<file path="config.mk">
export PLATFORM = sky130hd
export DESIGN_NAME = machine_trap_unit
export DESIGN_NICKNAME = d
export VERILOG_FILES = /design/src/machine_trap_pkg.sv /design/src/exception_prioritizer.sv /design/src/interrupt_arbiter.sv /design/src/machine_csr_file.sv /design/src/machine_trap_unit.sv /design/src/trap_control.sv
export SDC_FILE = /design/constraint.sdc
export NUM_CORES = 1
export LEC_CHECK = 0
export BUFFER_PORTS_ARGS = -buffer_cell sky130_fd_sc_hd__buf_2
export CAP_MARGIN = 20
export CORE_UTILIZATION = 57
export DETAILED_ROUTE_END_ITERATION = 6
export PLACE_DENSITY = 0.85
export SETUP_SLACK_MARGIN = 0.3
export SLEW_MARGIN = 20
export SYNTH_ARGS = -nofsm -noshare
export SYNTH_HDL_FRONTEND = slang
export SYNTH_SLANG_ARGS = --single-unit
</file>
<file path="constraint.sdc">
create_clock -name clk -period 6.2 [get_ports clk]
set_input_delay 0.93 -clock clk [delete_from_list [all_inputs] [get_ports clk]]
set_output_delay 0.93 -clock clk [all_outputs]
set_load 0.05 [all_outputs]
</file>
<file path="src/machine_trap_pkg.sv">
// machine trap package
// cause codes, CSR numbers and bit positions shared by the machine-mode
// trap unit, plus the mcause word with its exception and interrupt views
`default_nettype none

package machine_trap_pkg;

  // synchronous exception causes, numbered as in the privileged spec
  typedef enum logic [3:0] {
    INSN_MAL     = 4'd0,
    INSN_FAULT   = 4'd1,
    ILLEGAL_INSN = 4'd2,
    BREAKPOINT   = 4'd3,
    L_ADDR_MAL   = 4'd4,
    L_FAULT      = 4'd5,
    S_ADDR_MAL   = 4'd6,
    S_FAULT      = 4'd7,
    ENV_CALL_M   = 4'd11
  } ex_code_t;

  // asynchronous causes, machine level only
  typedef enum logic [3:0] {
    SOFT_INT  = 4'd3,
    TIMER_INT = 4'd7,
    EXT_INT   = 4'd11
  } int_code_t;

  typedef struct packed {
    logic        interrupt;  // always 0 in this view
    logic [26:0] reserved;
    ex_code_t    cause;
  } mcause_ex_t;

  typedef struct packed {
    logic        interrupt;  // always 1 in this view
    logic [26:0] reserved;
    int_code_t   cause;
  } mcause_irq_t;

  // the same word read two ways, the top bit picks which view is valid
  typedef union packed {
    mcause_ex_t  ex;
    mcause_irq_t irq;
  } mcause_t;

  typedef logic [11:0] csr_addr_t;  // CSR number, carried in wb_adr[13:2]

  localparam csr_addr_t CSR_MSTATUS = 12'h300;
  localparam csr_addr_t CSR_MIE     = 12'h304;
  localparam csr_addr_t CSR_MTVEC   = 12'h305;
  localparam csr_addr_t CSR_MEPC    = 12'h341;
  localparam csr_addr_t CSR_MCAUSE  = 12'h342;
  localparam csr_addr_t CSR_MTVAL   = 12'h343;
  localparam csr_addr_t CSR_MIP     = 12'h344;

  // mstatus fields
  localparam int unsigned MSTATUS_MIE_BIT  = 3;
  localparam int unsigned MSTATUS_MPIE_BIT = 7;

  // mip fields, mie enables sit at the same positions
  localparam int unsigned MIP_MSIP_BIT = 3;
  localparam int unsigned MIP_MTIP_BIT = 7;
  localparam int unsigned MIP_MEIP_BIT = 11;

endpackage

`default_nettype wire

</file>
<file path="src/exception_prioritizer.sv">
// exception prioritizer
// reduces the nine exception flags of the current instruction to one
// winning cause, memory faults first and instruction fetch faults last
`timescale 1ns/1ps
`default_nettype none

module exception_prioritizer (
  input  wire logic                       mal_insn,
  input  wire logic                       fault_insn,
  input  wire logic                       illegal_insn,
  input  wire logic                       breakpoint,
  input  wire logic                       env_m,
  input  wire logic                       mal_l,
  input  wire logic                       fault_l,
  input  wire logic                       mal_s,
  input  wire logic                       fault_s,
  output      logic                       exc_valid,
  output      machine_trap_pkg::ex_code_t exc_code
);

  // fixed priority chain, the first flag that is set wins
  always_comb begin
    exc_valid = 1'b1;
    exc_code  = machine_trap_pkg::INSN_MAL;  // default keeps the code stable when idle
    if (fault_l) begin
      exc_code = machine_trap_pkg::L_FAULT;
    end else if (mal_l) begin
      exc_code = machine_trap_pkg::L_ADDR_MAL;
    end else if (fault_s) begin
      exc_code = machine_trap_pkg::S_FAULT;
    end else if (mal_s) begin
      exc_code = machine_trap_pkg::S_ADDR_MAL;
    end else if (breakpoint) begin
      exc_code = machine_trap_pkg::BREAKPOINT;
    end else if (env_m) begin
      exc_code = machine_trap_pkg::ENV_CALL_M;
    end else if (illegal_insn) begin
      exc_code = machine_trap_pkg::ILLEGAL_INSN;
    end else if (fault_insn) begin
      exc_code = machine_trap_pkg::INSN_FAULT;
    end else if (mal_insn) begin
      exc_code = machine_trap_pkg::INSN_MAL;
    end else begin
      exc_valid = 1'b0;  // nothing raised this cycle
    end
  end

  // the chain must not drop a flag, so valid has to match a plain OR
  always_comb begin : chk_valid
    a_valid_is_or : assert #0 (exc_valid == (mal_insn | fault_insn | illegal_insn |
                                             breakpoint | env_m | mal_l | fault_l |
                                             mal_s | fault_s))
      else $error("exception valid does not match the raised flags");
  end

endmodule

`default_nettype wire

</file>
<file path="src/interrupt_arbiter.sv">
// interrupt arbiter
// masks pending machine interrupts with their enables and the global
// enable, then picks external, software and timer in that order
`timescale 1ns/1ps
`default_nettype none

module interrupt_arbiter (
  input  wire logic [31:0]                 mip,
  input  wire logic [31:0]                 mie,
  input  wire logic                        mstatus_mie,
  output      logic                        irq_valid,
  output      machine_trap_pkg::int_code_t irq_code
);

  logic [31:0] pend;  // pending and enabled, before the priority pick

  assign pend = mip & mie & {32{mstatus_mie}};  // global enable kills everything

  always_comb begin
    irq_valid = 1'b1;
    irq_code  = machine_trap_pkg::SOFT_INT;
    if (pend[machine_trap_pkg::MIP_MEIP_BIT]) begin
      irq_code = machine_trap_pkg::EXT_INT;  // platform interrupt first
    end else if (pend[machine_trap_pkg::MIP_MSIP_BIT]) begin
      irq_code = machine_trap_pkg::SOFT_INT;
    end else if (pend[machine_trap_pkg::MIP_MTIP_BIT]) begin
      irq_code = machine_trap_pkg::TIMER_INT;  // timer is the lowest here
    end else begin
      irq_valid = 1'b0;
    end
  end

  // a request with the global enable off would trap with interrupts disabled
  always_comb begin : chk_gate
    a_no_irq_when_disabled : assert #0 (!(irq_valid && !mstatus_mie))
      else $error("interrupt requested while mstatus.mie is clear");
  end

endmodule

`default_nettype wire

</file>
<file path="src/machine_csr_file.sv">
// machine CSR file
// holds mstatus, mie, mip, mtvec, mepc, mcause and mtval, applies the
// trap and mret updates and serves a Wishbone classic slave port with
// a registered ack one cycle after the request
`timescale 1ns/1ps
`default_nettype none

module machine_csr_file #(
  parameter logic [31:0] reset_mtvec = 32'h0000_0100
) (
  input  wire logic                      clk,
  input  wire logic                      arst_n,
  input  wire logic                      wb_cyc,
  input  wire logic                      wb_stb,
  input  wire logic                      wb_we,
  input  wire logic [31:0]               wb_adr,
  input  wire logic [31:0]               wb_dat_w,
  input  wire logic [3:0]                wb_sel,
  output      logic [31:0]               wb_dat_r,
  output      logic                      wb_ack,
  input  wire logic                      timer_irq,
  input  wire logic                      soft_irq,
  input  wire logic                      ext_irq,
  input  wire logic                      trap_take,
  input  wire machine_trap_pkg::mcause_t mcause_next,
  input  wire logic [31:0]               mepc_next,
  input  wire logic                      mtval_write,
  input  wire logic [31:0]               mtval_next,
  input  wire logic                      ret_take,
  output      logic [31:0]               mip,
  output      logic [31:0]               mie,
  output      logic                      mstatus_mie,
  output      logic [31:0]               mtvec,
  output      logic [31:0]               mepc
);

  machine_trap_pkg::csr_addr_t csr_addr;
  machine_trap_pkg::mcause_t   mcause;
  logic                        mstatus_mpie;
  logic [31:0]                 mtval;
  logic                        wb_req;   // new request, not yet acked
  logic                        wb_wr;
  logic [31:0]                 rd_data;

  assign csr_addr = wb_adr[13:2];  // word address carries the CSR number
  assign wb_req   = wb_cyc & wb_stb & ~wb_ack;  // stb is still up in the ack cycle
  assign wb_wr    = wb_req & wb_we;

  always_ff @(posedge clk or negedge arst_n) begin
    if (!arst_n) begin
      wb_ack <= 1'b0;
    end else begin
      wb_ack <= wb_req;  // exactly one cycle after the request
    end
  end

  // trap first, then mret, then the bus
  always_ff @(posedge clk or negedge arst_n) begin
    if (!arst_n) begin
      mstatus_mie  <= 1'b0;
      mstatus_mpie <= 1'b0;
    end else if (trap_take) begin
      mstatus_mie  <= 1'b0;
      mstatus_mpie <= mstatus_mie;  // one level of enable stack
    end else if (ret_take) begin
      mstatus_mie  <= mstatus_mpie;
      mstatus_mpie <= 1'b1;
    end else if (wb_wr && csr_addr == machine_trap_pkg::CSR_MSTATUS) begin
      mstatus_mie  <= wb_dat_w[machine_trap_pkg::MSTATUS_MIE_BIT];
      mstatus_mpie <= wb_dat_w[machine_trap_pkg::MSTATUS_MPIE_BIT];
    end
  end

  always_ff @(posedge clk or negedge arst_n) begin
    if (!arst_n) begin
      mie   <= '0;
      mtvec <= {reset_mtvec[31:2], 2'b00};
    end else if (wb_wr) begin
      if (csr_addr == machine_trap_pkg::CSR_MIE) begin
        mie <= wb_dat_w;
      end
      if (csr_addr == machine_trap_pkg::CSR_MTVEC) begin
        mtvec <= {wb_dat_w[31:2], 2'b00};  // mode bits pinned to direct
      end
    end
  end

  always_ff @(posedge clk or negedge arst_n) begin
    if (!arst_n) begin
      mepc   <= '0;
      mcause <= '0;
      mtval  <= '0;
    end else begin
      if (trap_take) begin
        mepc   <= mepc_next;
        mcause <= mcause_next;
      end else if (wb_wr && csr_addr == machine_trap_pkg::CSR_MEPC) begin
        mepc <= wb_dat_w;
      end
      if (mtval_write) begin
        mtval <= mtval_next;  // only the trap path writes mtval
      end
    end
  end

  // the lines are levels, mip just mirrors them one cycle late
  always_ff @(posedge clk or negedge arst_n) begin
    if (!arst_n) begin
      mip <= '0;
    end else begin
      mip                                 <= '0;
      mip[machine_trap_pkg::MIP_MSIP_BIT] <= soft_irq;
      mip[machine_trap_pkg::MIP_MTIP_BIT] <= timer_irq;
      mip[machine_trap_pkg::MIP_MEIP_BIT] <= ext_irq;  // external goes to meip
    end
  end

  always_comb begin
    rd_data = '0;  // unknown numbers read as zero
    case (csr_addr)
      machine_trap_pkg::CSR_MSTATUS: begin
        rd_data[machine_trap_pkg::MSTATUS_MIE_BIT]  = mstatus_mie;
        rd_data[machine_trap_pkg::MSTATUS_MPIE_BIT] = mstatus_mpie;
      end
      machine_trap_pkg::CSR_MIE:    rd_data = mie;
      machine_trap_pkg::CSR_MIP:    rd_data = mip;
      machine_trap_pkg::CSR_MTVEC:  rd_data = mtvec;
      machine_trap_pkg::CSR_MEPC:   rd_data = mepc;
      machine_trap_pkg::CSR_MCAUSE: rd_data = mcause;
      machine_trap_pkg::CSR_MTVAL:  rd_data = mtval;
      default:                      rd_data = '0;
    endcase
  end

  // read data rides with the ack
  always_ff @(posedge clk) begin
    if (wb_req) begin
      wb_dat_r <= rd_data;
    end
  end

  a_ack_single : assert property (@(posedge clk) disable iff (!arst_n)
    wb_ack |=> !wb_ack)
    else $error("wishbone ack held for two cycles");

  a_ack_after_req : assert property (@(posedge clk) disable iff (!arst_n)
    wb_ack |-> $past(wb_cyc && wb_stb))
    else $error("wishbone ack without a request");

  // only full word writes are supported
  a_full_word_write : assert property (@(posedge clk) disable iff (!arst_n)
    (wb_cyc && wb_stb && wb_we) |-> (wb_sel == 4'hf))
    else $error("partial wishbone write");

endmodule

`default_nettype wire

</file>
<file path="src/machine_trap_unit.sv">
// machine trap unit
// top level of the machine-mode trap logic, the exception and interrupt
// pickers feed the trap controller, which updates the CSR file
`timescale 1ns/1ps
`default_nettype none

module machine_trap_unit #(
  parameter logic [31:0] reset_mtvec = 32'h0000_0100
) (
  input  wire logic        clk,
  input  wire logic        arst_n,
  input  wire logic [31:0] pc,
  input  wire logic [31:0] bad_addr,
  input  wire logic        mal_insn,
  input  wire logic        fault_insn,
  input  wire logic        illegal_insn,
  input  wire logic        breakpoint,
  input  wire logic        env_m,
  input  wire logic        mal_l,
  input  wire logic        fault_l,
  input  wire logic        mal_s,
  input  wire logic        fault_s,
  input  wire logic        mret,
  output      logic        trap,
  output      logic        redirect,
  output      logic [31:0] redirect_pc,
  input  wire logic        timer_irq,
  input  wire logic        soft_irq,
  input  wire logic        ext_irq,
  input  wire logic        wb_cyc,
  input  wire logic        wb_stb,
  input  wire logic        wb_we,
  input  wire logic [31:0] wb_adr,
  input  wire logic [31:0] wb_dat_w,
  input  wire logic [3:0]  wb_sel,
  output      logic [31:0] wb_dat_r,
  output      logic        wb_ack
);

  logic                        exc_valid;
  machine_trap_pkg::ex_code_t  exc_code;
  logic                        irq_valid;
  machine_trap_pkg::int_code_t irq_code;
  logic [31:0]                 mip;
  logic [31:0]                 mie;
  logic                        mstatus_mie;
  logic [31:0]                 mtvec;
  logic [31:0]                 mepc;
  logic                        trap_take;
  logic                        ret_take;
  machine_trap_pkg::mcause_t   mcause_next;
  logic [31:0]                 mepc_next;
  logic                        mtval_write;
  logic [31:0]                 mtval_next;

  exception_prioritizer u_exc (
    .mal_insn, .fault_insn, .illegal_insn, .breakpoint, .env_m,
    .mal_l, .fault_l, .mal_s, .fault_s,
    .exc_valid, .exc_code
  );

  interrupt_arbiter u_irq (
    .mip, .mie, .mstatus_mie,
    .irq_valid, .irq_code
  );

  trap_control u_ctrl (
    .clk, .arst_n,
    .exc_valid, .exc_code, .irq_valid, .irq_code,
    .breakpoint, .env_m, .mret, .pc, .bad_addr, .mtvec, .mepc,
    .trap, .redirect, .redirect_pc,
    .trap_take, .ret_take, .mcause_next, .mepc_next, .mtval_write, .mtval_next
  );

  machine_csr_file #(
    .reset_mtvec(reset_mtvec)
  ) u_csr (
    .clk, .arst_n,
    .wb_cyc, .wb_stb, .wb_we, .wb_adr, .wb_dat_w, .wb_sel, .wb_dat_r, .wb_ack,
    .timer_irq, .soft_irq, .ext_irq,
    .trap_take, .mcause_next, .mepc_next, .mtval_write, .mtval_next, .ret_take,
    .mip, .mie, .mstatus_mie, .mtvec, .mepc
  );

endmodule

`default_nettype wire

</file>
<file path="src/trap_control.sv">
// trap controller
// merges the exception and interrupt requests into one trap decision,
// builds the mcause, mepc and mtval values the CSR file latches and
// picks the next fetch address for a trap or an mret
`timescale 1ns/1ps
`default_nettype none

module trap_control (
  input  wire logic                        clk,
  input  wire logic                        arst_n,
  input  wire logic                        exc_valid,
  input  wire machine_trap_pkg::ex_code_t  exc_code,
  input  wire logic                        irq_valid,
  input  wire machine_trap_pkg::int_code_t irq_code,
  input  wire logic                        breakpoint,
  input  wire logic                        env_m,
  input  wire logic                        mret,
  input  wire logic [31:0]                 pc,
  input  wire logic [31:0]                 bad_addr,
  input  wire logic [31:0]                 mtvec,
  input  wire logic [31:0]                 mepc,
  output      logic                        trap,
  output      logic                        redirect,
  output      logic [31:0]                 redirect_pc,
  output      logic                        trap_take,
  output      logic                        ret_take,
  output      machine_trap_pkg::mcause_t   mcause_next,
  output      logic [31:0]                 mepc_next,
  output      logic                        mtval_write,
  output      logic [31:0]                 mtval_next
);

  logic mem_exc;    // winner is a load or store problem
  logic fetch_exc;  // winner is an instruction fetch problem
  logic skip_insn;  // winner is ebreak or ecall, so return past it

  assign trap      = exc_valid | irq_valid;
  assign trap_take = trap;
  assign ret_take  = mret & ~trap;  // a trap in the same cycle swallows the mret

  assign redirect    = trap | mret;
  assign redirect_pc = trap ? mtvec : mepc;  // mtvec is direct mode only

  assign mem_exc = exc_valid &&
                   (exc_code == machine_trap_pkg::L_FAULT    ||
                    exc_code == machine_trap_pkg::L_ADDR_MAL ||
                    exc_code == machine_trap_pkg::S_FAULT    ||
                    exc_code == machine_trap_pkg::S_ADDR_MAL);
  assign fetch_exc = exc_valid &&
                     (exc_code == machine_trap_pkg::INSN_FAULT ||
                      exc_code == machine_trap_pkg::INSN_MAL);

  // ebreak and ecall outrank everything except memory faults, so with
  // one of their flags up and no memory fault they must be the winner
  assign skip_insn = exc_valid & (breakpoint | env_m) & ~mem_exc;

  // mepc holds the instruction to resume at
  assign mepc_next = skip_insn ? (pc + 32'd4) : pc;

  // exceptions always write mtval, interrupts leave it alone
  assign mtval_write = exc_valid;

  always_comb begin
    if (mem_exc) begin
      mtval_next = bad_addr;  // faulting data address
    end else if (fetch_exc) begin
      mtval_next = pc;  // the fetch address itself
    end else begin
      mtval_next = '0;
    end
  end

  // write through the view that matches the winning request
  always_comb begin
    mcause_next = '0;
    if (exc_valid) begin
      mcause_next.ex.interrupt = 1'b0;
      mcause_next.ex.cause     = exc_code;
    end else begin
      mcause_next.irq.interrupt = 1'b1;
      mcause_next.irq.cause     = irq_code;
    end
  end

  a_trap_ret_exclusive : assert property (@(posedge clk) disable iff (!arst_n)
    !(trap && ret_take))
    else $error("trap and trap return taken in the same cycle");

endmodule

`default_nettype wire
</file>
==> impl_metrics.ini <==
[clock_network]
cts.repair.resized = 0
clk_latency_ps = 420
root_buffer = clkbuf_16
postCtsSetupBuffers = 0
cts_buffers = 17
cts_buffer_depth = 2
cts_hold_buf = 0
cts_tree = done
clkTransAtPathRegs_ps = 60
cts.sinks = 169
htreeDepth = 4

[timing]
fin_skew_ps = 10.8
tns_ps = 0
report.final.hold_viol_count = 0
period_needed_ps = 4230
drv_slew = 0
setup_ws_ps = 1970
clock.fmax_ghz = 0.236
finalSetupViolCount = 0
fin_crit_sh_pct = 68.3
rsz0062_at_grt = false
worstMarginPinSlew_ps = 1130
slew_headroom_pct = 24.6

[floorplan]
initial_core_util_pct = 58.9
core_um2 = 14600
ios = 217
die-area_um2 = 15600
core.rowCount = 44
chipHeight_um = 125
dieWidth_um = 125

[layout]
drive_above_1_share_pct = 29.5
n_antenna_cell = 0
area_delta_synth_final_pct = 19.0
layout_commonest_cell = buf_2
nets = 1115
layout_common_cells = 191 x buf_2, 136 x dfrtp_1, 112 x nand2_1
fin_area_um2 = 10300
fin_util_pct = 70.1

[setup_path]
cp.arrival_ps = 3300
cpMaxStageDelayCell = nor2_4
required_ps = 5270
crit_path_start_kind = input pin
worstSetupEndpointType = primary output
cp_num_buf_inv = 4
rr_worst_depth = 4
crit_type = in2out
path_delay_family = simple AND/OR/NAND/NOR gates
worstPathMaxFanout = 63
crit_cells = 9
slowest_delay_ps = 540
cp_cell_sequence = buf_2 -> nor4_1 -> nand3_1 -> nor2_4 -> inv_2 -> buf_4 -> nand2_1 -> nand2_1 -> buf_2

[place]
placed_cell_area_um2 = 9680
portBuffers = 192
pre_cts_slack_ps = 2000
dp_hpwl_mm = 15.7
gp_congestion = 0.889

[global_route]
grt_pass1_wl_mm = 37.0
grt_max_degree = 76
grt-ovfl-total = 0
grt_pass1_vias = 7201
antenna_found_initial = 1
grtUsageTotal_pct = 30.7

[hold_path]
worst_hold_path_type = in2async

[synthesis]
avgSynthCellArea_um2 = 10.8
synth-seq-cells = 169
async_flop_share_pct = 81.1
yosys_warnings = 0
synthDistinctLibCells = 52
synth_nets = 951
synth_edf_count = 32
syn_inst = 800
synth_area_um2 = 8620
yosysSeqAreaShare_pct = 50.9
synthFlopType = dfrtp_1

[detailed_routing]
vias = 7294
drt-initial-drc-count = 722
routedWlPerCell_um = 20.4
drt_pass1_iterations = 7
ant_nets = 0
drt-total-wl_mm = 23.6
viasPerCell = 6.29
drc_errors = 45

[run]
max-cap-violations = 0

[outcome]
status = finished with violations
violations = DRC

[power]
peakVddDrop_v = 0.000260
power_density_nw_per_um2 = 236
p_leak_nw = 4.85
==> path summary, 6_finish.rpt <==
check                                  endpoint    startpoint  slack [ps]
max in group asynchronous         u_csr.mie[15]        arst_n        4330
worst min register to register     u_csr.mie[1]  u_csr.mie[1]         490
min in group clk                   u_csr.mie[1]  u_csr.mie[1]         490
worst max-delay path            redirect_pc[16]       fault_l        1970
worst min-delay path               u_csr.wb_ack        arst_n         480
worst max register to register   u_csr.mepc[27]  u_csr.wb_ack        3300
==> final cells by class <==
class,instances,area [um2]
Sequential cell,169,4390
Fill cell,1083,4390
Multi-Input combinational cell,533,3860
Timing Repair Buffer,204,1060
Clock buffer,19,443
Tap cell,184,230
Inverter,39,146
Clock inverter,12,131
==> cell usage after synthesis (3+ instances only) <==
master	count	share of area, %
a221o_1	26	3.0
clkbuf_1	34	1.5
nor3_1	21	1.2
mux2_1	21	2.7
mux2i_1	71	8.2
a21oi_1	8	0.46
a221oi_1	10	1.0
or4_1	5	0.44
buf_1	9	0.39
and4_1	5	0.51
nor2_1	62	2.7
buf_4	5	0.44
and3_1	6	0.44
nand2_1	112	4.9
buf_2	10	0.58
a222oi_1	32	3.7
nor4_2	3	0.44
nand4_1	10	0.73
nand3_1	15	0.87
xor2_1	5	0.51
o21ai_0	5	0.29
dfrtp_1	136	39
a22oi_1	5	0.44
edfxtp_1	32	11
and2_1	3	0.22
mux2_2	43	5.6
xnor2_1	24	2.4
nor4_1	14	1.0
inv_1	38	1.7
==> report_power, final <==
group	internal, W	switching [W]	total, W
Sequential	0.00116	0.0000216	0.00118
Clock	0.000633	0.000416	0.00105
Combinational	0.0000713	0.000120	0.000191
Total	0.00187	0.000558	0.00243
==> sequential cells by signal, summed over array words and instances (netlist names) <==
signal and cells:
u_csr.wb_dat_r 32, u_csr.mip 3, u_csr.mstatus_mpie 1, u_csr.mtvec 30, u_csr.mtval 32, u_csr.mcause 5, u_csr.mepc 32, u_csr.wb_ack 1
u_csr.mstatus_mie 1, u_csr.mie 32
==> routing by layer <==
| metal | up-vias | GRT usage, % | share of wire (%) | wire length (um) |
|---|---|---|---|---|
| li1 | 3271 | - | - | - |
| met1 | 3548 | 39.6 | 40 | 9480 |
| met2 | 419 | 51.4 | 48 | 11300 |
| met3 | 54 | 6.76 | 9.4 | 2220 |
| met4 | 2 | 11.0 | 2.4 | 567 |
| met5 | - | 0 | 0.055 | 13 |
==> cell families (layout without fill, tap and decap cells) <==
logic type               count (synthesis)  in the layout  synth area share, %
multiplexers                           135            135                 16.6
adder cells (fa/ha/maj)                  1              1                0.145
flip-flops                             169            169                 50.9
XOR/XNOR                                29             29                 2.95
buffers and inverters                   98            274                 4.65
AND/OR/NAND/NOR                        268            268                 14.5
AO/OA/AOI/OAI                          100            100                 10.2
==> stage by stage <==
step	cells	hold WS, ps	power, W
after floorplan	800	452	0.00129
after global placement	1129	468	0.00139
after detailed placement	1129	476	0.00139
after CTS	1160	490	0.00243
after global routing	1160	519	0.00250
final	1160	475	0.00243
Power figures use the tool's default switching activity.
